File: src/mem_pkg.sv
package mem_pkg;

    // main memory port geometry
    // one burst moves a full cache line as four beats

    // byte address width on both sides
    localparam int addr_w = 32;

    // data width of one memory beat
    localparam int beat_w = 64;

    // cache line as seen by the requesters
    localparam int line_w = 256;

    // beats needed to move one line
    localparam int beats_per_line = line_w / beat_w;

    // low address bits that are zero on a line-aligned address
    // 32 bytes per line
    localparam int line_offset_w = 5;

    // counts beats 0..3 within one burst
    typedef logic [1:0] beat_cnt_t;

endpackage
File: src/burst_writer.sv
`timescale 1ns/1ps

module burst_writer (
    input  logic                       clk,
    input  logic                       rst,
    input  logic                       start_write,
    input  logic [mem_pkg::addr_w-1:0] addr,
    input  logic [mem_pkg::line_w-1:0] line,
    input  logic                       mem_ready,
    output logic                       mem_write,
    output logic [mem_pkg::addr_w-1:0] mem_waddr,
    output logic [mem_pkg::beat_w-1:0] mem_wdata,
    output logic                       write_done
);
    import mem_pkg::*;

    // local copy of the line being written
    logic [line_w-1:0] line_q;

    // beat currently on the bus
    beat_cnt_t         beat_cnt;
    logic              last_beat;
    logic              beat_taken;

    assign last_beat  = (beat_cnt == beat_cnt_t'(beats_per_line - 1));
    assign beat_taken = mem_write & mem_ready;

    // present beat follows the counter
    assign mem_wdata = line_q[beat_cnt*beat_w +: beat_w];

    always_ff @(posedge clk) begin
        if (rst) begin
            mem_write  <= 1'b0;
            beat_cnt   <= '0;
            write_done <= 1'b0;
        end else begin
            write_done <= 1'b0;
            if (start_write) begin
                // beat 0 goes out next cycle
                mem_write <= 1'b1;
                beat_cnt  <= '0;
            end else if (beat_taken) begin
                if (last_beat) begin
                    mem_write  <= 1'b0;
                    write_done <= 1'b1;
                end else begin
                    beat_cnt <= beat_cnt + 1'b1;
                end
            end
            // without ready the same beat just stays up
        end
    end

    // capture address and line at launch
    // same line address on every beat
    always_ff @(posedge clk) begin
        if (start_write) begin
            mem_waddr <= {addr[addr_w-1:line_offset_w], {line_offset_w{1'b0}}};
            line_q    <= line;
        end
    end

endmodule

File: config.mk
export PLATFORM = sky130hd
export DESIGN_NAME = burst_writer
export DESIGN_NICKNAME = d
export VERILOG_FILES = /design/src/mem_pkg.sv /design/src/burst_writer.sv
export SDC_FILE = /design/constraint.sdc
export NUM_CORES = 1
export LEC_CHECK = 0
export BUFFER_PORTS_ARGS = -buffer_cell sky130_fd_sc_hd__buf_2
export CORE_AREA = 2 2 156 158
export CTS_BUF_LIST = sky130_fd_sc_hd__clkbuf_16
export CTS_CLUSTER_SIZE = 30
export DETAILED_ROUTE_END_ITERATION = 6
export DIE_AREA = 0 0 158 160
export PLACE_DENSITY = 0.8
export SLEW_MARGIN = 0
export SYNTH_ARGS = -nofsm -noshare
export SYNTH_HDL_FRONTEND = slang
export SYNTH_SLANG_ARGS = --single-unit
File: constraint.sdc
create_clock -name clk -period 1.55 [get_ports clk]
set_input_delay 0.31 -clock clk [delete_from_list [all_inputs] [get_ports clk]]
set_output_delay 0.31 -clock clk [all_outputs]
set_load 0.02 [all_outputs]
==> results of run 1 <==
metrics by stage:
stage / utilization / instance area (µm²) / std cells / setup slack [ps] / hold WS (ps)
3_3_place_gp: 0.5396 / 12850 / 1107 / -164.8 / 464.7
3_5_place_dp: 0.5396 / 12850 / 1107 / -188.4 / 468.7
2_1_floorplan: - / 10320 / 387 / 13.17 / 386.8
cells by family after synthesis:
family	count (synthesis)
DFF	287
muxes	66
buffers and inverters	19
and+or+nand+nor	7
AOI/OAI and AO/OA	2
adders and majority gates	1
other	1
==> results.ini, run 1 <==
[yosys]
synth_compound_area_frac = 0.001706
avgSynthCellArea_um2 = 26.80
synth_top_area_cell = edfxtp_1
synthesis.area_um2 = 10260
yosys.cell_types.count = 16
ys_seq_area_frac = 0.8357
synth_commonest_cells = edfxtp_1 (283), mux4_2 (64), buf_4 (7)
synthXorXnorAreaFrac = 0
synthFlopType = edfxtp_1
yosys-top-cells-area = edfxtp_1 (83%), mux4_2 (14%), dfxtp_1 (0.78%)
yosys.area_share.simple = 0.004510
synth_edf_count = 283
yosysWarnings = 0
synthMuxAreaShare = 0.1426
synthCells = 383
synth_top_family_by_area = multiplexers
synthArstFlopShare = 0
yosys_register_bits = 287
yosysMostFrequentCell = edfxtp_1
synth_top_area_share = 0.8279
yosys.area_share.adder = 0.001219

[clock_network]
h-tree-depth = 1
cts_hold_buf = 235
clock_tree.buffer_depth = 3
clockRootBuffer = clkbuf_16
ctsResizeCount = 65
cts_made_buffers = 29
cts_sinks = 287
cts_setup_buffers = 8

[place]
numPortBuffers = 379
dp.final_hpwl_um = 16870
place.gp.congestion = 0.7767

[floorplan]
die_width_um = 158
io-pin-count = 390
start_util = 0.4309
rows = 57
die_h_um = 160

[run_status]
status = did not finish
error_line = [ERROR RSZ-0060] Max buffer count reached.
lastStage = clock tree synthesis

==> run 2: changes to the inputs <==
--- a/config.mk
+++ b/config.mk
@@ -6,12 +6,10 @@
 export NUM_CORES = 1
 export LEC_CHECK = 0
 export BUFFER_PORTS_ARGS = -buffer_cell sky130_fd_sc_hd__buf_2
-export CORE_AREA = 2 2 156 158
-export CTS_BUF_LIST = sky130_fd_sc_hd__clkbuf_16
-export CTS_CLUSTER_SIZE = 30
+export CORE_AREA = 2 2 188 190
 export DETAILED_ROUTE_END_ITERATION = 6
-export DIE_AREA = 0 0 158 160
-export PLACE_DENSITY = 0.8
+export DIE_AREA = 0 0 190 192
+export PLACE_DENSITY_LB_ADDON = 0.15
 export SLEW_MARGIN = 0
 export SYNTH_ARGS = -nofsm -noshare
 export SYNTH_HDL_FRONTEND = slang
==> constraint.sdc (replaced) <==
create_clock -name clk -period 2 [get_ports clk]
set_input_delay 0.4 -clock clk [delete_from_list [all_inputs] [get_ports clk]]
set_output_delay 0.4 -clock clk [all_outputs]
set_load 0.02 [all_outputs]
==> run 2 against run 1 <==
The flow now finishes, with violations (negative setup slack). Synthesized area unchanged. Synthesized cell count did not move.
==> results.ini, run 2 <==
[route]
num_vias = 6387
drt_pre_antenna_iters = 4
antenna_left = 0
drc = 0
first_iter_violations = 234
wl_um = 27150
via_per_inst = 4.258
wl_per_cell_um = 18.10

[place]
dp.final_hpwl_um = 17350
placed_cell_area_um2 = 12910
placed_cells = 1224
place.gp.congestion = 0.7888
pre_cts_ws_ps = 173.6
numPortBuffers = 379

[job]
maxCapViolCount = 0

[layout]
fin_cells = 1500
final_area_um2 = 16510
regMostFlops = line_q
mostFrequentLayoutCells = buf_2 (314), edfxtp_1 (283), dlygate4sd3_1 (207), mux4_2 (64), buf_6 (64)
fill_cells = 2912
syn_to_final_growth_pct = 60.85
largest_register_ffs = 256
drive_gt1_frac = 0.4981
layout_commonest_cell = buf_2
multiInputGateArea_um2 = 1559
final_nets = 1313
top_regs = line_q x256, mem_waddr x27, beat_cnt x2
final_core_util = 0.4815
regArea_um2 = 8586

[clock_network]
cts_tree = built
cts_made_buffers = 31
clockRootBuffer = clkbuf_16
path_clk_slew_ps = 60
cts_sinks = 287
clk_latency_ps = 550
clock_tree.buffer_depth = 3
h-tree-depth = 1

[sta]
rsz0062_at_grt = true
setup_violations = 64
whs_ps = 30.40
maxSlewViolCount = 0
skew_ps = 0.3474
period_minus_slack_ps = 2386
fmax_ghz = 0.4192
fin_crit_sh = 1.193
worst_slack_ps = -385.5
hold_violations = 0
fin_tns_setup_ps = -21610

[yosys]
synthFlopType = edfxtp_1
synthCells = 383
yosys_register_bits = 287
synth_top_area_share = 0.8279
yosys.cell_types.count = 16
synth_commonest_cells = edfxtp_1 (283), mux4_2 (64), buf_4 (7)
yosysWarnings = 0
synthesis.area_um2 = 10260
synth_top_area_cell = edfxtp_1
avgSynthCellArea_um2 = 26.80
synthArstFlopShare = 0
synth_edf_count = 283
ys_seq_area_frac = 0.8357
yosys-top-cells-area = edfxtp_1 (83%), mux4_2 (14%), dfxtp_1 (0.78%)
yosysMostFrequentCell = edfxtp_1

[run_status]
violations = negative setup slack
status = finished, violations left

[setup_path]
worst_setup_path_start_kind = register
worstPathArrival_ps = 1990
crit_type = register to output pin
end_kind = output pin
crit_family = multiplexers
path_cells = buf_12, clkbuf_16, mux4_2, buf_6
crit_buf_inv = 3
cpPeakStageDelay_ps = 520
cpMaxStageDelayCell = mux4_2
cp_max_fo = 8
cp_data_required_time_ps = 1600

[grt]
grt_usage = 0.1397
globalRoute.totalOverflow = 0
grt_pass1_vias = 7206
grt_antenna_before_repair = 1
grt_max_degree = 75
grt_pass1_wl_um = 39010

[floorplan]
rows = 68
dieArea_um2 = 36480
io-pin-count = 390
core_um2 = 34290
die_h_um = 192
start_util = 0.2994
die_width_um = 190

[power_and_ir_drop]
p_per_area_nw_per_um2 = 842.5
fin_total_pwr_mw = 13.91
ir_drop_v = 0.0007737
leakagePower_nw = 6.367

[min_path]
hp-class = input port to register

==> run 2: logic make-up after synthesis <==
kind of cell	Yosys count	share of synthesized area
simple gates	7	0.004510
other cells	1	0.0003653
flops	287	0.8357
mux	66	0.1426
fa+ha+maj	1	0.001219
compound gates	2	0.001707
buf+inv	19	0.01389
==> run 2: repair_timing <==
action,4_1_cts,5_1_grt
buffers inserted,1,6
pin swaps,0,0
resized for setup,33,114
cloned,0,5
endpoints found under the setup margin,64,64
endpoints found under the hold margin,206,1
hold buffers,206,1
==> run 2: area by class of cell <==
type	instances	area share
sequential	287	0.5200
timing repair buffer	619	0.2972
multi-input combinational	81	0.09442
clock buffer	39	0.04880
tap	455	0.03448
clock inverter	18	0.004926
antenna	1	0.0001516
==> run 2: power breakdown <==
part           internal [mW]  switching [mW]
clock network           2.82            2.19
logic                  0.957           0.691
registers               7.13           0.117
total                   10.9            3.00
==> run 2: path summary, 6_finish.rpt <==
check	startpoint	to	slack, ps	depth (start not counted)
setup / recovery	beat_cnt[0]	mem_wdata[43]	-390	4
hold reg to reg	mem_write	write_done	480	2
hold / removal	line[220]	line_q[220]	30	1
setup reg to reg	beat_cnt[0]	beat_cnt[0]	110	7
==> run 2: routing by layer <==
metal	wire, µm	track usage	up-vias
met5	0	0	-
met4	702	0.04085	0
met3	2345	0.04805	52
met2	13600	0.2427	289
met1	10500	0.1639	3120
li1	-	-	2926
No activity file was read; power rests on OpenSTA's default activity.
==> run 3: changes to the inputs <==
--- a/config.mk
+++ b/config.mk
@@ -6,6 +6,7 @@
 export NUM_CORES = 1
 export LEC_CHECK = 0
 export BUFFER_PORTS_ARGS = -buffer_cell sky130_fd_sc_hd__buf_2
+export CAP_MARGIN = 10
 export CORE_AREA = 2 2 188 190
 export DETAILED_ROUTE_END_ITERATION = 6
 export DIE_AREA = 0 0 190 192
==> constraint.sdc (replaced) <==
create_clock -name clk -period 3.1 [get_ports clk]
set_input_delay 0.31 -clock clk [delete_from_list [all_inputs] [get_ports clk]]
set_output_delay 0.31 -clock clk [all_outputs]
set_load 0.02 [all_outputs]
==> run 3 against run 2 <==
The run now fails in clock tree synthesis. Synthesized cell count did not move. Synthesized area did not move.
==> results.ini, run 3 <==
[run_status]
status = did not finish
lastStage = clock tree synthesis
error_line = [ERROR RSZ-0060] Max buffer count reached.

[clock_network]
clockRootBuffer = clkbuf_16
ctsResizeCount = 0
cts_setup_buffers = 0
cts_sinks = 287
cts_made_buffers = 34
cts_hold_buf = 254
h-tree-depth = 2
clock_tree.buffer_depth = 3

[place]
place.gp.congestion = 0.8065
dp.final_hpwl_um = 17010
numPortBuffers = 379

[floorplan]
io-pin-count = 390
rows = 68
start_util = 0.2994
die_h_um = 192
die_width_um = 190

[yosys]
synth_top_area_share = 0.8279
synth_edf_count = 283
yosys_register_bits = 287
yosys-top-cells-area = edfxtp_1 (83%), mux4_2 (14%), dfxtp_1 (0.78%)
synthesis.area_um2 = 10260
synthArstFlopShare = 0
synthFlopType = edfxtp_1
synth_top_area_cell = edfxtp_1
synth_commonest_cells = edfxtp_1 (283), mux4_2 (64), buf_4 (7)
yosysWarnings = 0
ys_seq_area_frac = 0.8357
avgSynthCellArea_um2 = 26.80
yosys.cell_types.count = 16
yosysMostFrequentCell = edfxtp_1
synthCells = 383

## run 3: cell counts after synthesis
No cell type changed its count.
## run 3: through the flow
stage	instances	util	area (µm²)	setup WS, ps
detailed placement	1209	0.3711	12720	1014
global placement	1209	0.3711	12720	1024
floorplan	387	-	10280	1492
## run 3: cell families after synthesis
family	synth area share
muxes	0.1426
DFF	0.8357
adders and majority gates	0.001219
buffers and inverters	0.01389
other	0.0003653
AOI/OAI and AO/OA	0.001707
and+or+nand+nor	0.004510
