<file path="config.mk">
export PLATFORM = sky130hd
export DESIGN_NAME = burst_reader
export DESIGN_NICKNAME = d
export VERILOG_FILES = /design/src/mem_pkg.sv /design/src/burst_reader.sv
export SDC_FILE = /design/constraint.sdc
export NUM_CORES = 1
export LEC_CHECK = 0
export ABC_CLOCK_PERIOD_IN_PS = 3100
export BUFFER_PORTS_ARGS = -buffer_cell sky130_fd_sc_hd__buf_2
export CORE_ASPECT_RATIO = 0.5
export CORE_UTILIZATION = 49
export DETAILED_ROUTE_END_ITERATION = 6
export GPL_TIMING_DRIVEN = 0
export PLACE_DENSITY = 0.79
export SLEW_MARGIN = 20
export SYNTH_ARGS = -nofsm -noshare
export SYNTH_HDL_FRONTEND = slang
export SYNTH_SLANG_ARGS = --single-unit
</file>
<file path="constraint.sdc">
create_clock -name clk -period 3.1 [get_ports clk]
set_input_delay 0.62 -clock clk [delete_from_list [all_inputs] [get_ports clk]]
set_output_delay 0.62 -clock clk [all_outputs]
set_load 0.02 [all_outputs]
</file>
<file path="src/mem_pkg.sv">
package mem_pkg;

    // main memory port geometry
    // one burst moves a full cache line as four beats

    // byte address width on both sides
    localparam int addr_w = 32;

    // data width of one memory beat
    localparam int beat_w = 64;

    // cache line as seen by the requesters
    localparam int line_w = 256;

    // beats needed to move one line
    localparam int beats_per_line = line_w / beat_w;

    // low address bits that are zero on a line-aligned address
    // 32 bytes per line
    localparam int line_offset_w = 5;

    // counts beats 0..3 within one burst
    typedef logic [1:0] beat_cnt_t;

endpackage
</file>
<file path="src/burst_reader.sv">
`timescale 1ns/1ps

module burst_reader (
    input  logic                       clk,
    input  logic                       rst,
    input  logic                       start_read,
    input  logic [mem_pkg::addr_w-1:0] addr,
    input  logic                       mem_ready,
    input  logic                       mem_rvalid,
    input  logic [mem_pkg::beat_w-1:0] mem_rdata,
    output logic                       mem_read,
    output logic [mem_pkg::addr_w-1:0] mem_raddr,
    output logic [mem_pkg::line_w-1:0] fill_line,
    output logic                       read_done
);
    import mem_pkg::*;

    // waiting for read beats
    logic      busy;
    beat_cnt_t beat_cnt;
    logic      last_beat;

    assign last_beat = (beat_cnt == beat_cnt_t'(beats_per_line - 1));

    always_ff @(posedge clk) begin
        if (rst) begin
            mem_read  <= 1'b0;
            busy      <= 1'b0;
            beat_cnt  <= '0;
            read_done <= 1'b0;
        end else begin
            read_done <= 1'b0;
            if (start_read) begin
                // one command per line, held until memory takes it
                mem_read <= 1'b1;
                busy     <= 1'b1;
                beat_cnt <= '0;
            end else if (mem_read && mem_ready) begin
                mem_read <= 1'b0;
            end
            // beats come in order, lowest first
            if (busy && mem_rvalid) begin
                beat_cnt <= beat_cnt + 1'b1;
                if (last_beat) begin
                    busy      <= 1'b0;
                    read_done <= 1'b1;
                end
            end
        end
    end

    // address and line storage
    always_ff @(posedge clk) begin
        if (start_read) begin
            mem_raddr <= {addr[addr_w-1:line_offset_w], {line_offset_w{1'b0}}};
        end
        if (busy && mem_rvalid) begin
            fill_line[beat_cnt*beat_w +: beat_w] <= mem_rdata;
        end
    end

endmodule

</file>
# [Yosys cells after proc, flatten, opt, wreduce, memory -nomap -nowiden]
# Index checks and enable logic that the tools add are counted.
[word_totals] in_bits=101 reg_bits=288 out_inout_bits=290 elab_cells=26
[op_classes] n_eq_ne=1 add_sub_neg=2 muxes=9 bitwise=1 shifts=2 n_reduce_logical=5
[ops] operator="256-bit bitwise mux" n=1
[ops] operator="64-bit by 34-bit variable shift with 256-bit output, first input constant" n=1
[ops] operator="64-bit by 34-bit indexed part select with 256-bit output" n=1
[ops] operator="8-bit negator with 34-bit output" n=1
[ops] operator="1-bit 2-to-1 mux" n=6
[ops] operator="2-bit 2-to-1 mux" n=2
[ops] operator="2-bit nonzero test" n=2
[ops] operator="2-bit by 1-bit adder with 2-bit output, second input constant" n=1
[ops] operator="2-bit equality test, second input constant" n=1
[ops] operator="1-bit logical AND" n=2
[ops] operator="2-bit OR reduction" n=1
[ops] operator="1-bit NOT" n=1

# [Longest topological paths before layout]
# Gate-level depths: netlist of the first run.
[logic_depth] word_depth=3 ltp_mapped=6 depth_no_buf=4

# [Least setup slack after synthesis of the first run]
# No wires, ideal clock.
[synth_timing] path_kind="reg2reg" from="register beat_cnt[0] (netlist name)" to="register fill_line[0] in the netlist's numbering, enable pin" path_buffers=0 stages_incl_launch_ff=4 t_arrival_ns=2.268 synth_period_minus_slack_ns=2.697 path_slack_ns=0.403 setup_time_ns=0.429 required_ns=2.671 path_cell_list="dfxtp_1 > inv_2 > ha_1 > and3_1"
[synth_rtl] element="end signal, assigned by index" line_no="burst_reader.sv:58" source="fill_line[beat_cnt*beat_w +: beat_w] <= mem_rdata;"
[synth_rtl] element="end, declared" line_no="burst_reader.sv:13" source="output logic [mem_pkg::line_w-1:0] fill_line,"

# [Final worst setup path of the first run]
[layout_timing] from="register beat_cnt[0]" to="register fill_line[247] in the netlist's numbering (data pin)"
[layout_via] elab_chain_len=3 elab_cells_between_ends=4 cone_classes="add/sub (1); shift (2); mux (1)"
[layout_rtl] element="start, declared" line_no="burst_reader.sv:20" source="beat_cnt_t beat_cnt;"
[layout_rtl] element="start signal, assigned" line_no="burst_reader.sv:43" source="beat_cnt <= beat_cnt + 1'b1;"
[layout_rtl] element="8-bit negator with 34-bit output *" line_no="burst_reader.sv:58"
[layout_rtl] element="64-bit by 34-bit indexed part select with 256-bit output or 64-bit by 34-bit variable shift with 256-bit output (tied branches)" line_no="burst_reader.sv:58"
[layout_rtl] element="256-bit bitwise mux *" line_no="burst_reader.sv:58"
# Every way passes the cells marked *; elsewhere a longest branch is shown, timed or not.
# A chain may end at the register's enable or synchronous reset.

==> flow_metrics.tcl, run 1 <==
set metrics [dict create \
    p_per_area_nw_per_um2 578.3 \
    yosysMostFrequentCell "edfxtp_1" \
    ys_ff_latch 288 \
    fin_tns_setup_ns 0 \
    total_power_mw 8.102 \
    core.rowCount 37 \
    yosysTopAreaCell "edfxtp_1" \
    worst_slack_ns 0.6337 \
    hold_viol 0 \
    start_kind "flop" \
    clkSlewWorstSetupHoldPaths_ns 0.06 \
    multiInputGateArea_sq_um 1866 \
    setup_viol 0 \
    antenna_found_initial 7 \
    die_y_um 106.9 \
    wire_per_inst_um 24.48 \
    start_util_pct 51.20 \
    cts_buffers 26 \
    post-route-period-util_pct 79.56 \
    routed_via_density 5.521 \
    area_delta_synth_final_pct 29.91 \
    regArea_sq_um 8598 \
    drive_gt1_share_pct 43.50 \
    pre_cts_ws_ns 0.6382 \
    postSynthAreaPerCell_sq_um 17.14 \
    skew_ns 0.007550 \
    crit_fanout 10 \
    num_io_pins 391 \
    fp.coreArea_sq_um 21060 \
    dpl_cell_area_sq_um 13170 \
    dp_cells 1309 \
    postLayoutCellArea_sq_um 14010 \
    rsz0062_at_grt "no" \
    io_buffers 380 \
    drt_iter0_drc 758 \
    holdCritPathClass "input port to flop" \
    finalCoreUtilization_pct 66.51 \
    synth_common_cells "edfxtp_1, and3_1, and2_1" \
    leakagePower_nw 6.006 \
    crit_type "flop to flop" \
    routed_wl_um 33220 \
    fill_cells 1492 \
    slew_headroom_pct 45.16 \
    overflow 0 \
    async_flop_share_pct 0 \
    crit_arrival_ns 2.87 \
    num-nets-final 1152 \
    cts_num_sinks 288 \
    ys_seq_area_share_pct 79.73 \
    die_area_sq_um 22640 \
    drt_first_pass_iters 6 \
    whs_ns 0.2572 \
    htreeDepth 1 \
    place.gp.congestion 0.8829 \
    postSynthCellCount 629 \
    ant_nets 0 \
    cts_tree "yes" \
    synth_top_area_share_pct 78.80 \
    vias 7492 \
    drv_slew 0 \
    drc 0 \
    netlist_area_sq_um 10780 \
    ys.flop_type "edfxtp_1" \
    grt_max_degree 42 \
    ir_drop_uv 401.3 \
    fin_crit_ns 2.466 \
    hold_buffers 0 \
    cts_setup_buffers 0 \
    fin_cells 1357 \
    cts-root-buf "clkbuf_16" \
    cts_max_path_buffers 3 \
    grt_pass1_vias 7387 \
    drv_cap 0 \
    critPathRequiredTime_ns 3.51 \
    cts_resized 0 \
    synth-edff-count 283 \
    track_usage_pct 28.79 \
    insertion_delay_ns 0.54 \
    yosysUniqueCellTypes 25 \
    fmax_mhz 405.5 \
    dp.final_hpwl_um 23200 \
    die_w_um 211.8 \
    tightest_slew_ns 0.8227 \
    grt_pass1_wl_um 45960 \
    synth_area_leaders "edfxtp_1, and3_1, and2_1" \
    outcome "finished clean" \
    end_kind "flop" \
    yosysWarnings 0 \
]
[placed cells by master (no fill, tap or decap), types with 3 or more instances in the layout]
cell type / instances
buf_2: 392
edfxtp_1: 283
and3_1: 189
and2_1: 63
clkbuf_16: 27
clkbuf_1: 20
buf_4: 12
buf_6: 11
clkinv_1: 9
ha_1: 6
conb_1: 5
dfxtp_1: 5
and3_4: 4
diode_2: 3
nor2_2: 3
nand3_1: 3
a21oi_1: 3
bufinv_16: 3
buf_12: 3
[registers in the layout (all words and copies together), names as in the netlist]
| name | count |
|---|---|
| beat_cnt | 2 |
| mem_read | 1 |
| mem_raddr | 27 |
| busy | 1 |
| fill_line | 256 |
| read_done | 1 |
[worst max-delay path, stage by stage, from the launching register on]
cell and delay, ns:
dfxtp_1 0.48, inv_2 0.13, ha_1 0.39, nor2_2 0.52
clkbuf_1 0.56, and3_1 0.24
[report_power, final]
| part | internal (mW) | switching, mW |
|---|---|---|
| sequential | 4.33 | 0.0207 |
| combinational | 0.177 | 0.370 |
| clock | 1.83 | 1.37 |
[cell type report]
| class | instances | share of cell area, % |
|---|---|---|
| Buffer | 53 | 2.456 |
| Clock inverter | 14 | 0.9824 |
| Antenna cell | 3 | 0.05359 |
| Inverter | 3 | 0.08038 |
| Clock buffer | 31 | 4.930 |
| Timing Repair Buffer | 384 | 14.20 |
| Tap cell | 292 | 2.608 |
| Multi-Input combinational cell | 289 | 13.32 |
| Sequential cell | 288 | 61.37 |
[path summary, 6_finish.rpt]
path | from | endpoint | slack, ns | depth (start not counted)
worst max-delay path | beat_cnt[0] | fill_line[247] | 0.63 | 5
worst min-delay path | addr[21] | mem_raddr[21] | 0.26 | 1
worst max register to register | beat_cnt[0] | fill_line[247] | 0.63 | 5
worst min register to register | mem_read | mem_read | 0.49 | 2
[routing by layer]
| layer | wire [um] | global-route usage, % | part of all wire [%] |
|---|---|---|---|
| met1 | 12600 | 37.13 | 38 |
| met2 | 16420 | 47.93 | 49 |
| met3 | 3048 | 6.883 | 9.2 |
| met4 | 1140 | 10.51 | 3.4 |
| met5 | 13 | 0 | 0.039 |
[cells by family (layout without fill, tap and decap cells)]
| logic type | after synthesis | in the layout | share of synthesized area [%] |
|---|---|---|---|
| flip-flops | 288 | 288 | 79.73 |
| AO/OA/AOI/OAI | 4 | 4 | 0.2204 |
| AND/OR/NAND/NOR | 274 | 274 | 16.02 |
| adder cells (fa/ha/maj) | 6 | 6 | 0.6961 |
| buffers and inverters | 56 | 485 | 3.295 |
| other | 1 | 8 | 0.03477 |
(Power assumes the default switching activity.)
==> run 2: changes to the inputs <==
--- a/config.mk
+++ b/config.mk
@@ -5,13 +5,13 @@
 export SDC_FILE = /design/constraint.sdc
 export NUM_CORES = 1
 export LEC_CHECK = 0
-export ABC_CLOCK_PERIOD_IN_PS = 3100
+export ABC_CLOCK_PERIOD_IN_PS = 2200
 export BUFFER_PORTS_ARGS = -buffer_cell sky130_fd_sc_hd__buf_2
 export CORE_ASPECT_RATIO = 0.5
-export CORE_UTILIZATION = 49
+export CORE_UTILIZATION = 45
 export DETAILED_ROUTE_END_ITERATION = 6
 export GPL_TIMING_DRIVEN = 0
-export PLACE_DENSITY = 0.79
+export PLACE_DENSITY = 0.77
 export SLEW_MARGIN = 20
 export SYNTH_ARGS = -nofsm -noshare
 export SYNTH_HDL_FRONTEND = slang
==> constraint.sdc (replaced) <==
create_clock -name clk -period 2.2 [get_ports clk]
set_input_delay 0.44 -clock clk [delete_from_list [all_inputs] [get_ports clk]]
set_output_delay 0.44 -clock clk [all_outputs]
set_load 0.02 [all_outputs]
==> run 2 against run 1 <==
Effect of this change:
- final cell count rose by 1.1%
- sequential share of layout area fell by 0.21 points
- combinational power rose by 44%
- critical endpoint is now fill_line[226]
- largest power group unchanged
==> flow_metrics.tcl, run 2 (synthesized netlist as in run 1, its figures left out) <==
set metrics [dict create \
    layout_common_cells "buf_2, edfxtp_1, and3_1, and2_1, clkbuf_16" \
    wire_per_inst_um 24.95 \
    rsz0062_at_grt "no" \
    start_util_pct 46.53 \
    slew_headroom_pct 52.97 \
    die_w_um 220.9 \
    fin_crit_ns 2.083 \
    hold_depth 1 \
    use_met3_pct 4.513 \
    fp.coreArea_sq_um 23180 \
    start_kind "flop" \
    drv_slew 0 \
    fmax_mhz 480.0 \
    outcome "finished clean" \
    p_per_area_nw_per_um2 826.8 \
    routed_via_density 5.385 \
    finalCoreUtilization_pct 60.66 \
    end_kind "flop" \
    area_delta_synth_final_pct 30.37 \
    drt_iter0_drc 822 \
    crit_arrival_ns 2.49 \
    top_regs "fill_line x256, mem_raddr x27, beat_cnt x2" \
    met1_usage_pct 35.60 \
    drive_gt1_share_pct 44.44 \
    crit_fanout 10 \
    worst_slack_ns 0.1167 \
    vias 7388 \
    dpl_cell_area_sq_um 13190 \
    htreeDepth 1 \
    timing.rr.start "beat_cnt[0]" \
    min_to "mem_raddr[29]" \
    hold_viol 0 \
    routed_wl_um 34230 \
    setup_viol 0 \
    reg2regPathDepth 5 \
    fin_tns_setup_ns 0 \
    insertion_delay_ns 0.54 \
    ir_drop_uv 573.5 \
    cts_buffers 25 \
    r2r_slack_ns 0.12 \
    grt_pass1_vias 7501 \
    grt_max_degree 39 \
    cts-root-buf "clkbuf_16" \
    crit_type "flop to flop" \
    total_power_mw 11.62 \
    overflow 0 \
    core.rowCount 39 \
    top_usage_layer "met2" \
    worstHoldStart "addr[29]" \
    cts_max_path_buffers 3 \
    num_io_pins 391 \
    dp.final_hpwl_um 23780 \
    drt_first_pass_iters 5 \
    ant_nets 0 \
    io_buffers 380 \
    drc 0 \
    grt_pass1_wl_um 48450 \
    drv_cap 0 \
    die_y_um 111.5 \
    tightest_slew_ns 0.7054 \
    largest_reg_flops 256 \
    cts_num_sinks 288 \
    leakagePower_nw 6.029 \
    antenna_found_initial 4 \
    place.gp.congestion 0.8819 \
    cts_tree "yes" \
    track_usage_pct 27.12 \
    holdCritPathClass "input port to flop" \
    num-nets-final 1151 \
    skew_ns 0.01891 \
    post-route-period-util_pct 94.70 \
    die_area_sq_um 24630 \
    met2_usage_pct 45.32 \
    critPathRequiredTime_ns 2.60 \
    top_register "fill_line" \
    r2r_end "fill_line[226]" \
    pre_cts_ws_ns -0.3268 \
    clkSlewWorstSetupHoldPaths_ns 0.07 \
    postLayoutCellArea_sq_um 14060 \
    final_common_cell "buf_2" \
]
-- run 2: cell type report --
cell class,instances,area (sq um)
Fill cell,1765,9119
Sequential cell,288,8600
Timing Repair Buffer,384,1982
Multi-Input combinational cell,289,1871
Clock buffer,31,648.1
Tap cell,307,384.1
Buffer,53,355.3
Clock inverter,14,201.4
Inverter,3,11.26
Antenna cell,3,7.507
-- run 2: worst max-delay path by stage --
stage,startpoint,end,slack [ns]
floorplan,beat_cnt[0],fill_line[0],0.21
global placement,beat_cnt[0],fill_line[52],-0.37
detailed placement,beat_cnt[0],fill_line[243],-0.33
CTS,beat_cnt[0],fill_line[165],-0.07
global route,beat_cnt[1],fill_line[221],0.0006
finish,beat_cnt[0],fill_line[226],0.12
-- run 2: per-stage QoR --
stage	hold slack, ns	instances
after global placement	0.4792	1320
after global routing	0.06234	1370
final	0.08425	1372
after floorplan	0.5053	633
after detailed placement	0.5009	1324
after CTS	0.06679	1369
-- run 2: critical path, stage by stage, from the launching register on --
cell      delay (ns)
dfxtp_2         0.40
inv_2           0.10
ha_1            0.39
nor2_4          0.34
clkbuf_1        0.48
and3_1          0.24
-- run 2: what timing repair did --
action,in CTS,in global routing
setup endpoints to repair,100,185
hold buffers,0,0
pin swaps,0,0
endpoints found under the hold margin,0,0
buffers inserted,0,0
resized for setup,3,10
-- run 2: layer usage --
metal	share of wire [%]	vias up
met2	49	424
met3	7.2	87
met4	4.0	2
met5	0.038	-
met1	40	3683
li1	-	3192
-- run 2: where the power goes --
part           switching, mW  total, mW  internal [mW]
Combinational          0.537      0.789          0.252
Sequential            0.0280       6.13           6.11
Clock                   2.01       4.70           2.69
==> run 3: changes to the inputs <==
--- a/config.mk
+++ b/config.mk
@@ -7,7 +7,6 @@
 export LEC_CHECK = 0
 export ABC_CLOCK_PERIOD_IN_PS = 2200
 export BUFFER_PORTS_ARGS = -buffer_cell sky130_fd_sc_hd__buf_2
-export CORE_ASPECT_RATIO = 0.5
 export CORE_UTILIZATION = 45
 export DETAILED_ROUTE_END_ITERATION = 6
 export GPL_TIMING_DRIVEN = 0
==> run 3 against run 2 <==
Effect of this change:
- routed wire length barely moved
- count of clock-buffer cells in the layout rose by 4
- utilization fell by 0.32 points
- first-iteration DRC count fell by 28%
- via count fell by 0.28%
- critical path depth rose by 1
- maximum frequency fell by 0.12%
- power barely moved
- sequential share of layout area fell by 0.44 points
==> flow_metrics.tcl, run 3 (synthesized netlist as in run 1, its figures left out) <==
set metrics [dict create \
    outcome "finished clean" \
    r2r_slack_ns 0.11 \
    crit_type "flop to flop" \
    num_io_pins 391 \
    wl_met1_um 12210 \
    final_common_cell "buf_2" \
    vias 7367 \
    routed_via_density 5.304 \
    track_usage_pct 27.36 \
    cts_max_path_buffers 3 \
    grt_max_degree 40 \
    fp.coreArea_sq_um 23470 \
    num-nets-final 1156 \
    place.gp.congestion 0.7776 \
    postLayoutCellArea_sq_um 14160 \
    die_y_um 156.8 \
    drt_first_pass_iters 5 \
    end_kind "flop" \
    cts-root-buf "clkbuf_16" \
    leakagePower_nw 6.099 \
    fin_crit_ns 2.086 \
    p_sw_mw 2.521 \
    worst_slack_ns 0.1141 \
    wl_met3_um 3502 \
    slowest_stage "ha_1" \
    crit_path_max_incr_delay_ns 0.41 \
    drc 0 \
    largest_reg_flops 256 \
    hold_viol 0 \
    core.rowCount 56 \
    die_area_sq_um 24590 \
    dp.final_hpwl_um 23590 \
    wire_per_inst_um 24.65 \
    fin_tns_setup_ns 0 \
    layout_common_cells "buf_2, edfxtp_1, and3_1, and2_1, clkbuf_16" \
    grt_pass1_wl_um 46820 \
    area_delta_synth_final_pct 31.33 \
    drive_gt1_share_pct 45.51 \
    slew_headroom_pct 54.09 \
    htreeDepth 1 \
    io_buffers 380 \
    clock_power_share_pct 40.4 \
    die_w_um 156.8 \
    crit_fanout 10 \
    ant_nets 0 \
    rsz0062_at_grt "no" \
    crit_family "buffers and inverters" \
    critPathRequiredTime_ns 2.60 \
    highest_layer "met5" \
    p_per_area_nw_per_um2 821.5 \
    holdCritPathClass "input port to flop" \
    start_util_pct 45.94 \
    ir_drop_uv 722.2 \
    cts_tree "yes" \
    p_seq_share_pct 52.8 \
    start_kind "flop" \
    insertion_delay_ns 0.54 \
    cts_buffers 28 \
    drv_cap 0 \
    internal_power_mw 9.113 \
    drt_iter0_drc 589 \
    clkSlewWorstSetupHoldPaths_ns 0.06 \
    cts_num_sinks 288 \
    grt_pass1_vias 7158 \
    overflow 0 \
    wl_met2_um 17440 \
    post-route-period-util_pct 94.81 \
    routed_wl_um 34240 \
    tightest_slew_ns 0.6886 \
    fill_cells 1791 \
    path_buf_inv 3 \
    antenna_found_initial 8 \
    fmax_mhz 479.4 \
    swShare_pct 21.67 \
    dpl_cell_area_sq_um 13200 \
    crit_arrival_ns 2.49 \
    skew_ns 0.008120 \
    hold_buffers 0 \
    top_register "fill_line" \
    setup_viol 0 \
    pre_cts_ws_ns -0.3093 \
    top_regs "fill_line x256, mem_raddr x27, beat_cnt x2" \
    combPwrFrac_pct 6.9 \
    crit_chain "inv_1, ha_1, nor2b_2, buf_2, clkbuf_4, and3_1" \
    drv_slew 0 \
]
-- run 3: cell types whose count changed in the layout (fill, tap and decap cells not counted), sizes merged --
| cell | change |
|---|---|
| clkinv | +4 |
| inv | -1 |
| clkbuf | +4 |
| bufinv | -2 |
| clkinvlp | -1 |
| diode | -1 |
| buf | +2 |
-- run 3: worst paths after layout --
check | endpoint | cells past startpoint | start
setup / recovery | fill_line[186] | 6 | beat_cnt[1]
hold / removal | mem_raddr[16] | 1 | addr[16]
hold reg to reg | mem_read | 2 | mem_read
setup reg to reg | fill_line[186] | 6 | beat_cnt[1]
-- run 3: layout make-up --
| type | count | area, sq um | share of cell area [%] |
|---|---|---|---|
| sequential | 288 | 8600 | 60.72 |
| timing repair buffer | 386 | 2009 | 14.19 |
| multi-input combinational | 289 | 1873 | 13.23 |
| clock buffer | 35 | 748.2 | 5.283 |
| tap | 319 | 399.1 | 2.818 |
| buffer | 53 | 372.9 | 2.633 |
| clock inverter | 14 | 143.9 | 1.016 |
| inverter | 3 | 11.26 | 0.07951 |
| antenna | 2 | 5.005 | 0.03534 |
-- run 3: power by group through the flow --
stage	clock network (mW)	registers (mW)	logic, mW
final	4.70	6.14	0.798
after global routing	4.91	6.15	0.842
after CTS	4.72	6.14	0.794
after detailed placement	0	6.26	0.789
after global placement	0	6.26	0.764
after floorplan	0	6.39	0.230
-- run 3: repair_timing --
item	in CTS	in global routing
buffers inserted	0	2
endpoints found under the setup margin	129	179
pin swaps	0	0
resized for setup	16	9
-- run 3: routing by layer --
layer	up-vias	GRT usage [%]
met3	74	6.009
li1	3210	-
met5	-	0
met4	4	9.711
met2	525	48.19
met1	3554	32.93
-- run 3: per-stage QoR --
| stage | hold WS [ns] | utilization [%] | total power [mW] | std cells |
|---|---|---|---|---|
| 2_1_floorplan | 0.5053 | - | 6.620 | 633 |
| 3_3_place_gp | 0.4697 | 55.83 | 7.022 | 1332 |
| 3_5_place_dp | 0.4933 | 56.24 | 7.047 | 1336 |
| 4_1_cts | 0.05611 | 60.17 | 11.66 | 1385 |
| 5_1_grt | 0.05730 | 60.31 | 11.90 | 1387 |
| 6_report | 0.07740 | 60.34 | 11.63 | 1389 |
